===== src/include/ccu_macros.svh =====
`ifndef CCU_MACROS_SVH
`define CCU_MACROS_SVH

// Bus and cache line geometry
`define CCU_DATA_W      64
`define CCU_STRB_W      (`CCU_DATA_W / 8)
`define CCU_LINE_W      128
`define CCU_LINE_BEATS  (`CCU_LINE_W / `CCU_DATA_W)
`define CCU_LINE_OFF_W  $clog2(`CCU_LINE_W / 8)
`define CCU_ADDR_W      32

// Core-side ID and controller ports
`define CCU_ID_W        4
`define CCU_NUM_CTRL    2
`define CCU_CTRL_IDX_W  $clog2(`CCU_NUM_CTRL)

// Memory-side ID is writeback flag, responder index, core ID
`define CCU_MEM_ID_W    (1 + `CCU_CTRL_IDX_W + `CCU_ID_W)

`endif


===== src/hw/ccu_axi_pkg.sv =====
`default_nettype none
`include "ccu_macros.svh"

package ccu_axi_pkg;

    localparam logic [1:0] BURST_INCR = 2'b01;

    typedef logic [`CCU_DATA_W-1:0] data_t;

    typedef struct packed {
        logic [`CCU_MEM_ID_W-1:0] id;
        logic [`CCU_ADDR_W-1:0]   addr;
        logic [7:0]               len;
        logic [2:0]               size;
        logic [1:0]               burst;
        logic                     lock;
        logic [5:0]               atop;
    } aw_chan_t;

    typedef struct packed {
        logic [`CCU_MEM_ID_W-1:0] id;
        logic [`CCU_ADDR_W-1:0]   addr;
        logic [7:0]               len;
        logic [2:0]               size;
        logic [1:0]               burst;
        logic                     lock;
    } ar_chan_t;

    typedef struct packed {
        data_t                  data;
        logic [`CCU_STRB_W-1:0] strb;
        logic                   last;
    } w_chan_t;

    typedef struct packed {
        logic [`CCU_MEM_ID_W-1:0] id;
        logic [1:0]               resp;
    } b_chan_t;

    typedef struct packed {
        logic [`CCU_MEM_ID_W-1:0] id;
        data_t                    data;
        logic [1:0]               resp;
        logic                     last;
    } r_chan_t;

    // Same bundle on core and memory side
    typedef struct packed {
        aw_chan_t aw;
        logic     aw_valid;
        w_chan_t  w;
        logic     w_valid;
        logic     b_ready;
        ar_chan_t ar;
        logic     ar_valid;
        logic     r_ready;
    } axi_req_t;

    typedef struct packed {
        logic     aw_ready;
        logic     w_ready;
        b_chan_t  b;
        logic     b_valid;
        logic     ar_ready;
        r_chan_t  r;
        logic     r_valid;
    } axi_resp_t;

endpackage

`default_nettype wire


===== src/hw/ccu_ctrl_pkg.sv =====
`default_nettype none
`include "ccu_macros.svh"

package ccu_ctrl_pkg;

    // Wait states are entered internally only
    typedef enum logic [2:0] {
        SEND_R,
        SEND_WB_R,
        SEND_W,
        SEND_WB_W,
        AMO_WAIT_WB_R,
        AMO_WAIT_WB_W
    } mu_op_e;

    typedef struct packed {
        mu_op_e                     op;
        ccu_axi_pkg::ar_chan_t      ar;
        ccu_axi_pkg::aw_chan_t      aw;
        logic [`CCU_CTRL_IDX_W-1:0] first_resp;
    } mu_cmd_t;

    // Source of the next W burst on the memory bus
    typedef enum logic {
        W_CORE,
        W_SNOOP
    } w_src_e;

endpackage

`default_nettype wire


===== src/hw/ccu_fifo.sv =====
`timescale 1ns/1ps
`default_nettype none

module ccu_fifo #(
    parameter int unsigned Depth = 4,
    parameter type         payload_t = logic
) (
    input  wire logic     clk_i,
    input  wire logic     rst_ni,
    input  wire logic     push_i,
    input  wire payload_t data_i,
    input  wire logic     pop_i,
    output payload_t      data_o,
    output logic          full_o,
    output logic          empty_o
);

    localparam int unsigned PtrW = (Depth > 1) ? $clog2(Depth) : 1;
    localparam int unsigned CntW = $clog2(Depth + 1);

    payload_t        mem_q [Depth];
    logic [PtrW-1:0] wr_ptr_q, rd_ptr_q;
    logic [CntW-1:0] count_q;
    logic            do_push, do_pop;

    function automatic logic [PtrW-1:0] next_ptr(input logic [PtrW-1:0] ptr);
        if (ptr == PtrW'(Depth - 1)) begin
            return '0;
        end
        return ptr + 1'b1;
    endfunction

    assign full_o  = (count_q == CntW'(Depth));
    assign empty_o = (count_q == '0);
    assign data_o  = mem_q[rd_ptr_q];
    assign do_push = push_i && !full_o;
    assign do_pop  = pop_i && !empty_o;

    always_ff @(posedge clk_i) begin
        if (do_push) begin
            mem_q[wr_ptr_q] <= data_i;
        end
    end

    always_ff @(posedge clk_i or negedge rst_ni) begin
        if (!rst_ni) begin
            wr_ptr_q <= '0;
            rd_ptr_q <= '0;
            count_q  <= '0;
        end else begin
            if (do_push) begin
                wr_ptr_q <= next_ptr(wr_ptr_q);
            end
            if (do_pop) begin
                rd_ptr_q <= next_ptr(rd_ptr_q);
            end
            if (do_push && !do_pop) begin
                count_q <= count_q + 1'b1;
            end else if (do_pop && !do_push) begin
                count_q <= count_q - 1'b1;
            end
        end
    end

    // Producer and consumer must respect the flags
    assert property (@(posedge clk_i) disable iff (!rst_ni) push_i |-> !full_o);
    assert property (@(posedge clk_i) disable iff (!rst_ni) pop_i |-> !empty_o);

endmodule

`default_nettype wire


===== src/hw/ccu_mem_arbiter.sv =====
`timescale 1ns/1ps
`default_nettype none
`include "ccu_macros.svh"

module ccu_mem_arbiter (
    input  wire logic                     clk_i,
    input  wire logic                     rst_ni,
    input  wire logic [`CCU_NUM_CTRL-1:0] req_i,
    input  wire ccu_ctrl_pkg::mu_cmd_t    cmd_i [`CCU_NUM_CTRL],
    output logic [`CCU_NUM_CTRL-1:0]      gnt_o,
    output logic                          mu_req_o,
    output ccu_ctrl_pkg::mu_cmd_t         mu_cmd_o,
    input  wire logic                     mu_gnt_i
);

    localparam int unsigned NumCtrl = `CCU_NUM_CTRL;
    localparam int unsigned IdxW    = `CCU_CTRL_IDX_W;

    logic [IdxW-1:0] rr_q, rr_d, sel;
    logic            found;

    // First requester at or after the pointer
    always_comb begin
        int unsigned idx;
        sel   = rr_q;
        found = 1'b0;
        for (int unsigned i = 0; i < NumCtrl; i++) begin
            idx = (rr_q + i) % NumCtrl;
            if (!found && req_i[idx]) begin
                sel   = IdxW'(idx);
                found = 1'b1;
            end
        end
    end

    assign mu_req_o = found;
    assign mu_cmd_o = cmd_i[sel];

    always_comb begin
        gnt_o      = '0;
        gnt_o[sel] = mu_gnt_i;
    end

    always_comb begin
        rr_d = rr_q;
        if (mu_req_o && mu_gnt_i) begin
            rr_d = (sel == IdxW'(NumCtrl - 1)) ? '0 : sel + 1'b1;
        end
    end

    always_ff @(posedge clk_i or negedge rst_ni) begin
        if (!rst_ni) begin
            rr_q <= '0;
        end else begin
            rr_q <= rr_d;
        end
    end

    // A grant only ever reaches one port that is asking
    assert property (@(posedge clk_i) disable iff (!rst_ni)
        $onehot0(gnt_o) && ((gnt_o & ~req_i) == '0));

endmodule

`default_nettype wire


===== src/hw/ccu_mem_unit.sv =====
`timescale 1ns/1ps
`default_nettype none
`include "ccu_macros.svh"

module ccu_mem_unit (
    input  wire logic                   clk_i,
    input  wire logic                   rst_ni,
    input  wire logic                   mu_req_i,
    input  wire ccu_ctrl_pkg::mu_cmd_t  mu_cmd_i,
    output logic                        mu_gnt_o,
    input  wire ccu_axi_pkg::axi_req_t  core_req_i,
    output ccu_axi_pkg::axi_resp_t      core_resp_o,
    output ccu_axi_pkg::axi_req_t       mem_req_o,
    input  wire ccu_axi_pkg::axi_resp_t mem_resp_i,
    input  wire logic [`CCU_DATA_W-1:0] cd_data_i,
    input  wire logic                   cd_push_i,
    output logic                        cd_full_o
);
    import ccu_axi_pkg::*;
    import ccu_ctrl_pkg::*;

    localparam int unsigned CdDepth   = 4;
    localparam int unsigned TagDepth  = 2;
    localparam int unsigned LineBeats = `CCU_LINE_BEATS;
    localparam int unsigned BeatW     = (LineBeats > 1) ? $clog2(LineBeats) : 1;
    localparam int unsigned WbFlagBit = `CCU_MEM_ID_W - 1;

    logic    busy_q, busy_d;
    mu_op_e  op_q, op_d, op_cur;
    mu_cmd_t cmd_q, cmd;

    aw_chan_t                 aw, wb_aw;
    ar_chan_t                 ar;
    logic                     aw_valid, ar_valid;
    logic                     wb_src_ar, wb_b_hit;
    logic [`CCU_ADDR_W-1:0]   wb_addr;
    logic [`CCU_ID_W-1:0]     wb_core_id;
    logic [`CCU_MEM_ID_W-1:0] wb_id;

    w_src_e tag_in, tag_out;
    logic   tag_push, tag_pop, tag_full, tag_empty;

    data_t cd_data;
    logic  cd_pop, cd_empty;

    w_chan_t          mem_w;
    logic             mem_w_valid, core_w_ready;
    logic [BeatW-1:0] beat_q, beat_d;
    logic             snoop_last, is_wb_b;

    assign mu_gnt_o = !busy_q && mu_req_i;
    assign cmd      = busy_q ? cmd_q : mu_cmd_i;
    assign op_cur   = busy_q ? op_q : mu_cmd_i.op;

    always_ff @(posedge clk_i) begin
        if (mu_gnt_o) begin
            cmd_q <= mu_cmd_i;
        end
    end

    always_ff @(posedge clk_i or negedge rst_ni) begin
        if (!rst_ni) begin
            busy_q <= 1'b0;
            op_q   <= SEND_R;
            beat_q <= '0;
        end else begin
            busy_q <= busy_d;
            op_q   <= op_d;
            beat_q <= beat_d;
        end
    end

    // Writeback AW covers the whole line the request falls in
    assign wb_src_ar  = (op_cur == SEND_WB_R) || (op_cur == AMO_WAIT_WB_R);
    assign wb_addr    = wb_src_ar ? cmd.ar.addr : cmd.aw.addr;
    assign wb_core_id = wb_src_ar ? cmd.ar.id[`CCU_ID_W-1:0] : cmd.aw.id[`CCU_ID_W-1:0];
    assign wb_id      = {1'b1, cmd.first_resp, wb_core_id};
    assign wb_b_hit   = mem_resp_i.b_valid && (mem_resp_i.b.id == wb_id);

    always_comb begin
        wb_aw       = '0;
        wb_aw.id    = wb_id;
        wb_aw.addr  = wb_addr;
        wb_aw.addr[`CCU_LINE_OFF_W-1:0] = '0;
        wb_aw.len   = 8'(LineBeats - 1);
        wb_aw.size  = 3'($clog2(`CCU_DATA_W / 8));
        wb_aw.burst = BURST_INCR;
    end

    always_comb begin
        busy_d   = busy_q;
        op_d     = op_q;
        ar       = '0;
        aw       = '0;
        ar_valid = 1'b0;
        aw_valid = 1'b0;
        tag_push = 1'b0;
        tag_in   = W_CORE;

        if (mu_gnt_o || busy_q) begin
            busy_d = 1'b1;
            op_d   = op_cur;
            case (op_cur)
                SEND_R: begin
                    ar_valid = 1'b1;
                    ar       = cmd.ar;
                    if (mem_resp_i.ar_ready) begin
                        busy_d = 1'b0;
                    end
                end
                SEND_W: begin
                    aw_valid = !tag_full;
                    aw       = cmd.aw;
                    if (mem_resp_i.aw_ready && !tag_full) begin
                        tag_push = 1'b1;
                        busy_d   = 1'b0;
                    end
                end
                SEND_WB_R: begin
                    aw_valid = !tag_full;
                    aw       = wb_aw;
                    tag_in   = W_SNOOP;
                    if (mem_resp_i.aw_ready && !tag_full) begin
                        tag_push = 1'b1;
                        if (cmd.ar.lock) begin
                            op_d = AMO_WAIT_WB_R;
                        end else begin
                            busy_d = 1'b0;
                        end
                    end
                end
                SEND_WB_W: begin
                    aw_valid = !tag_full;
                    aw       = wb_aw;
                    tag_in   = W_SNOOP;
                    if (mem_resp_i.aw_ready && !tag_full) begin
                        tag_push = 1'b1;
                        op_d     = cmd.aw.atop[5] ? AMO_WAIT_WB_W : SEND_W;
                    end
                end
                AMO_WAIT_WB_R: begin
                    if (wb_b_hit) begin
                        op_d = SEND_R;
                    end
                end
                AMO_WAIT_WB_W: begin
                    if (wb_b_hit) begin
                        op_d = SEND_W;
                    end
                end
                default: begin
                    busy_d = 1'b0;
                end
            endcase
        end
    end

    ccu_fifo #(
        .Depth     (CdDepth),
        .payload_t (data_t)
    ) cd_fifo_i (
        .clk_i   (clk_i),
        .rst_ni  (rst_ni),
        .push_i  (cd_push_i),
        .data_i  (cd_data_i),
        .pop_i   (cd_pop),
        .data_o  (cd_data),
        .full_o  (cd_full_o),
        .empty_o (cd_empty)
    );

    ccu_fifo #(
        .Depth     (TagDepth),
        .payload_t (w_src_e)
    ) tag_fifo_i (
        .clk_i   (clk_i),
        .rst_ni  (rst_ni),
        .push_i  (tag_push),
        .data_i  (tag_in),
        .pop_i   (tag_pop),
        .data_o  (tag_out),
        .full_o  (tag_full),
        .empty_o (tag_empty)
    );

    // W bursts leave in the order their AWs were accepted
    assign snoop_last = (beat_q == BeatW'(LineBeats - 1));

    always_comb begin
        mem_w        = core_req_i.w;
        mem_w_valid  = 1'b0;
        core_w_ready = 1'b0;
        tag_pop      = 1'b0;
        cd_pop       = 1'b0;
        beat_d       = beat_q;

        if (!tag_empty) begin
            if (tag_out == W_CORE) begin
                mem_w_valid  = core_req_i.w_valid;
                core_w_ready = mem_resp_i.w_ready;
                tag_pop      = core_req_i.w_valid && mem_resp_i.w_ready && core_req_i.w.last;
            end else begin
                mem_w_valid = !cd_empty;
                mem_w.data  = cd_data;
                mem_w.strb  = '1;
                mem_w.last  = snoop_last;
                if (!cd_empty && mem_resp_i.w_ready) begin
                    cd_pop  = 1'b1;
                    tag_pop = snoop_last;
                    beat_d  = snoop_last ? '0 : beat_q + 1'b1;
                end
            end
        end
    end

    // Writeback responses are absorbed here
    assign is_wb_b = mem_resp_i.b.id[WbFlagBit];

    always_comb begin
        mem_req_o          = '0;
        mem_req_o.aw       = aw;
        mem_req_o.aw_valid = aw_valid;
        mem_req_o.w        = mem_w;
        mem_req_o.w_valid  = mem_w_valid;
        mem_req_o.b_ready  = is_wb_b || core_req_i.b_ready;
        mem_req_o.ar       = ar;
        mem_req_o.ar_valid = ar_valid;
        mem_req_o.r_ready  = core_req_i.r_ready;

        // Core addresses arrive through the controller commands
        core_resp_o         = '0;
        core_resp_o.w_ready = core_w_ready;
        core_resp_o.b       = mem_resp_i.b;
        core_resp_o.b_valid = mem_resp_i.b_valid && !is_wb_b;
        core_resp_o.r       = mem_resp_i.r;
        core_resp_o.r_valid = mem_resp_i.r_valid;
    end

    assert property (@(posedge clk_i) disable iff (!rst_ni)
        mem_req_o.aw_valid && !mem_resp_i.aw_ready
        |=> mem_req_o.aw_valid && $stable(mem_req_o.aw));

endmodule

`default_nettype wire


===== src/hw/ccu_mem_top.sv =====
`timescale 1ns/1ps
`default_nettype none
`include "ccu_macros.svh"

module ccu_mem_top (
    input  wire logic                     clk_i,
    input  wire logic                     rst_ni,
    input  wire logic [`CCU_NUM_CTRL-1:0] mu_req_i,
    input  wire ccu_ctrl_pkg::mu_cmd_t    mu_cmd_i [`CCU_NUM_CTRL],
    output logic [`CCU_NUM_CTRL-1:0]      mu_gnt_o,
    input  wire ccu_axi_pkg::axi_req_t    core_req_i,
    output ccu_axi_pkg::axi_resp_t        core_resp_o,
    output ccu_axi_pkg::axi_req_t         mem_req_o,
    input  wire ccu_axi_pkg::axi_resp_t   mem_resp_i,
    input  wire logic [`CCU_DATA_W-1:0]   cd_data_i,
    input  wire logic                     cd_push_i,
    output logic                          cd_full_o
);
    import ccu_ctrl_pkg::*;

    logic    mu_req;
    mu_cmd_t mu_cmd;
    logic    mu_gnt;

    ccu_mem_arbiter arbiter_i (
        .clk_i    (clk_i),
        .rst_ni   (rst_ni),
        .req_i    (mu_req_i),
        .cmd_i    (mu_cmd_i),
        .gnt_o    (mu_gnt_o),
        .mu_req_o (mu_req),
        .mu_cmd_o (mu_cmd),
        .mu_gnt_i (mu_gnt)
    );

    ccu_mem_unit mem_unit_i (
        .clk_i       (clk_i),
        .rst_ni      (rst_ni),
        .mu_req_i    (mu_req),
        .mu_cmd_i    (mu_cmd),
        .mu_gnt_o    (mu_gnt),
        .core_req_i  (core_req_i),
        .core_resp_o (core_resp_o),
        .mem_req_o   (mem_req_o),
        .mem_resp_i  (mem_resp_i),
        .cd_data_i   (cd_data_i),
        .cd_push_i   (cd_push_i),
        .cd_full_o   (cd_full_o)
    );

endmodule

`default_nettype wire


===== config.mk =====
export PLATFORM = sky130hd
export DESIGN_NAME = ccu_mem_top
export DESIGN_NICKNAME = d
export VERILOG_FILES = /design/src/hw/ccu_axi_pkg.sv /design/src/hw/ccu_ctrl_pkg.sv /design/src/hw/ccu_fifo.sv /design/src/hw/ccu_mem_arbiter.sv /design/src/hw/ccu_mem_unit.sv /design/src/hw/ccu_mem_top.sv
export VERILOG_INCLUDE_DIRS = /design/src /design/src/include
export SDC_FILE = /design/constraint.sdc
export NUM_CORES = 1
export LEC_CHECK = 0
export ABC_AREA = 1
export ABC_CLOCK_PERIOD_IN_PS = 4380
export BUFFER_PORTS_ARGS = -buffer_cell sky130_fd_sc_hd__buf_2
export CAP_MARGIN = 20
export CORE_AREA = 5 5 330 332
export CTS_CLUSTER_SIZE = 20
export DETAILED_ROUTE_END_ITERATION = 8
export DIE_AREA = 0 0 335 337
export PLACE_DENSITY = 0.5
export SETUP_SLACK_MARGIN = 0.3
export SYNTH_ARGS = -nofsm -noshare
export SYNTH_HDL_FRONTEND = slang
export SYNTH_SLANG_ARGS = --single-unit

===== constraint.sdc =====
create_clock -name clk_i -period 4.38 [get_ports clk_i]
set_input_delay 0.219 -clock clk_i [delete_from_list [all_inputs] [get_ports clk_i]]
set_output_delay 0.219 -clock clk_i [all_outputs]
set_load 0.03 [all_outputs]

==> run summary <==
For the required time of the critical path, the log shows 4.16 ns. Synthesis inferred 386 register bits. Counting instances in the post-synthesis netlist gives the leading cell types as 449 x sky130_fd_sc_hd__nand2_1, 392 x sky130_fd_sc_hd__nor2_1, 369 x sky130_fd_sc_hd__edfxtp_1. Summed over all nets, the switching power comes to 8.56 mW. In this run the horizontal extent of the chip is 335 um.

After the first detailed-routing iteration, the DRC count stood at 1153. The number of global-route vias before repair was 17211. Slew at the pin closest to its max-slew limit: 1.08 ns.

Following the worst setup path forward leads to its endpoint at mem_req_o[171]. The worst min-delay path class was in -> reg. The logs give 0 for the final routed DRC violation total and 3807 for the total instance count after detailed placement. At the end of the flow, the number of nets in the layout was 3322.

The final design utilization was 0.260. The number of flops mapped to enable cells by yosys was 369. In this run the clock root is driven by a sky130_fd_sc_hd__clkbuf_16. Across all layers, the routed design uses 17390 vias. For this design the ratio of total power to cell area is 677 nW/um2. The highest cell delay on the worst timing path came out at 0.51 ns. For the placer's final routability congestion estimate, the log shows 0.886. For the maximum number of pins on one net before global-route repair, the log shows 138. Sequential power share: 0.290. Clock skew on the completed layout was measured at 0.0370 ns. At the worst endpoint, the arrival time is 3.40 ns. The final worst-path cycle share is 0.826, and the starting density of the core is 0.180. Sorting the synthesized cells by area gives the leading types as sky130_fd_sc_hd__edfxtp_1 58%, sky130_fd_sc_hd__nand2_1 8.8%, sky130_fd_sc_hd__nor2_1 7.7%, sky130_fd_sc_hd__o21ai_0 5.3%, sky130_fd_sc_hd__buf_4 3.7%.

The Yosys step of the flow raised 0 warnings. The fraction of layout instances using a drive strength above 1 is 0.269, and the count of TritonRoute iterations in the first routing pass is 6. The worst setup path is launched from a register.

The sequential element share of the synthesized area was 0.603; the clock buffer count from CTS was 48. Worst setup path category: reg -> out. The finished layout holds 4191 standard cells, fillers aside. The tools report the number of core rows as 120. The detailed-placement wirelength estimate came out at 58500 um. Walking the worst path, the cells encountered are buf_4, nor3_4, inv_1, nand2_1, nor2_4, inv_2, o32ai_1, buf_2. In the synthesized netlist the dominant register cell turns out to be sky130_fd_sc_hd__edfxtp_1. Share of total power in the clock network: 0.219. The post-route setup TNS came out at 0 ns.

The internal portion of the total power is 10.1 mW. The internal reg-to-reg setup slack came out at 1.46 ns. Buffers placed on the I/O ports in this run total 579.

The flow ran to the end, and the final reports show no timing, DRC or antenna violations. The total area inside the core boundary comes to 106000 um2. Dividing the detail-routed via count by the number of cells gives 4.15. The final hold slack is 0.0335 ns, and the clock edge transition at the registers on the reported setup and hold paths is 0.06 ns.

The number of gates resized after CTS was 0. Setup repair after global routing left no endpoint under its margin. The run gives 0 as the final-report max-slew violation count.

TritonCTS built the clock tree. Synthesized area divided by synthesized cell count: 9.55 um2. The proportion of synthesized flip-flops having asynchronous set or reset was 0.0440; the worst vdd rail ir drop was 1.03 mV. In this run the critical register-to-register path is launched from arbiter_i.rr_q.

The number of antenna-violating nets in the routed design is 0. The cell count after synthesis was 1999. The source-to-sink clock delay at the later pin of the worst-skew pair was 0.64 ns. In this run the worst path has a maximum fanout of 49.

The cell type with the largest total area after synthesis was sky130_fd_sc_hd__edfxtp_1. The total power was 18.7 mW; the mean routed wirelength per cell was 19.4 um. Static timing analysis puts the maximum clock frequency at 0.276 GHz. The H-tree depth came out at 2. The logic gate share of total power was 0.491; the synthesis-to-layout area growth was 44.4%.

The deepest clock path buffer count was 3. The share of the synthesized area in the top cell type is 0.580. The run gives 0.137 as the overall fraction of global-route tracks in use. Cell with the most instances after synthesis: sky130_fd_sc_hd__nand2_1.

The leakage power came out at 11.4 nW. The most critical setup path has its startpoint at mem_unit_i.busy_q. Setup violations remaining at the end of the flow were counted as 0. For the initial antenna violation count, the log shows 20. Pin placement for this block handled 848 I/O pins. After detailed routing, the total wire length is 81300 um.

The depth of the worst register-to-register path came out at 16. The switching share of power is 0.459, and the remaining max-slew budget at the tightest pin is 0.282. The run gives 0 as the number of hold-slack violations in the final timing report. From bottom edge to top edge, the die measures 337 um. Summed over all layers, the global routing overflow is 0. The number of distinct library cells after synthesis came out at 44.

For this design, the sink count on the clock tree is 386. The die covers 113000 um2. Wire length of the first global-routing pass: 116000 um.

The tools report the destination of the worst register-to-register timing path as mem_unit_i.op_q[0]. In this run the cell area of the synthesized design comes to 19100 um2. Among all stages on the critical path, the largest delay is contributed by sky130_fd_sc_hd__buf_4.

STA classifies the critical path endpoint as an output pin. The smallest clock period supported by the final layout is computed as 3.62 ns. The tool flagged a number of max-cap violations equal to 0.
cells in the final DEF, fill, tap and decap left out, types with 15 or more instances in the layout:
master                            n
sky130_fd_sc_hd__o32ai_1         28
sky130_fd_sc_hd__dlygate4sd3_1  289
sky130_fd_sc_hd__nand2_2         15
sky130_fd_sc_hd__buf_4           21
sky130_fd_sc_hd__clkbuf_16       48
sky130_fd_sc_hd__o21ai_0        201
sky130_fd_sc_hd__edfxtp_1       369
sky130_fd_sc_hd__a21oi_1         46
sky130_fd_sc_hd__a31oi_1         66
sky130_fd_sc_hd__nand3_1         81
sky130_fd_sc_hd__buf_2          579
sky130_fd_sc_hd__inv_1           43
sky130_fd_sc_hd__nor2_1         387
sky130_fd_sc_hd__nand2_1        449
worst min-delay path by stage:
stage	startpoint	end	slack, ns	cells past startpoint
global route	mu_cmd_i[202]	mem_unit_i.cmd_q[88]	0.005	3
floorplan	rst_ni	arbiter_i.rr_q	-0.08	0
finish	mu_cmd_i[202]	mem_unit_i.cmd_q[88]	0.03	3
global placement	rst_ni	mem_unit_i.beat_q	0.27	1
detailed placement	rst_ni	mem_unit_i.beat_q	0.27	1
CTS	mu_cmd_i[202]	mem_unit_i.cmd_q[88]	0.007	3
cell type report:
class / instances / area, um2
Fill cell: 11542 / 78400
Antenna cell: 6 / 15.0
Clock inverter: 35 / 392
Timing Repair Buffer: 901 / 6190
Inverter: 50 / 194
Multi-Input combinational cell: 1356 / 6290
Tap cell: 1403 / 1760
Sequential cell: 386 / 11500
Clock buffer: 54 / 1220
critical path: cells and delay by family (launching register included):
family / cells / cell delay (ns)
buffers and inverters: 4 / 1.35
AND/OR/NAND/NOR: 3 / 0.51
AO/OA/AOI/OAI: 1 / 0.51
flip-flops: 1 / 0.39
per-layer routing:
layer / track usage / part of all wire / routed length (um) / up-vias
li1: - / - / - / 8288
met1: 0.174 / 0.42 / 33800 / 8198
met2: 0.217 / 0.45 / 36400 / 682
met3: 0.0377 / 0.087 / 7050 / 202
met4: 0.0618 / 0.048 / 3920 / 20
met5: 0 / 0.0017 / 135 / -
logic make-up after synthesis:
group | count (synthesis) | share of synthesized area
and+or+nand+nor | 976 | 0.209
other | 1 | 0.000196
xor gates and xnor gates | 8 | 0.00367
AOI/OAI and AO/OA | 360 | 0.106
muxes | 2 | 0.00118
DFF | 386 | 0.603
adders and majority gates | 8 | 0.00564
buffers and inverters | 258 | 0.0714
power groups by stage:
stage / clock, mW / combinational [mW] / sequential, mW
finish: 4.09 / 9.15 / 5.41
global route: 4.37 / 9.98 / 5.50
CTS: 4.25 / 9.29 / 5.42
detailed placement: 0 / 8.75 / 5.48
global placement: 0 / 8.72 / 5.47
floorplan: 0 / 5.77 / 5.46
sequential cells by signal (all words and copies together), names as in the netlist:
signal                          flops
mem_unit_i.cd_fifo_i.rd_ptr_q       2
mem_unit_i.beat_q                   1
mem_unit_i.cmd_q                  111
mem_unit_i.tag_fifo_i.count_q       2
mem_unit_i.busy_q                   1
mem_unit_i.tag_fifo_i.wr_ptr_q      1
mem_unit_i.cd_fifo_i.wr_ptr_q       2
arbiter_i.rr_q                      1
mem_unit_i.op_q                     3
mem_unit_i.tag_fifo_i.rd_ptr_q      1
mem_unit_i.cd_fifo_i.mem_q        256
mem_unit_i.tag_fifo_i.mem_q         2
mem_unit_i.cd_fifo_i.count_q        3
what timing repair did:
item	CTS	global route
hold buffers	289	0
setup buffers	0	0
endpoints found under the hold margin	391	0
metrics by stage:
stage / setup slack [ns] / cell area, um2
detailed placement: 1.39 / 23000
global placement: 1.36 / 23000
CTS: 0.682 / 27600
finish: 0.760 / 27600
floorplan: 0.228 / 19100
global route: 0.455 / 27600
(Power assumes the default switching activity.)
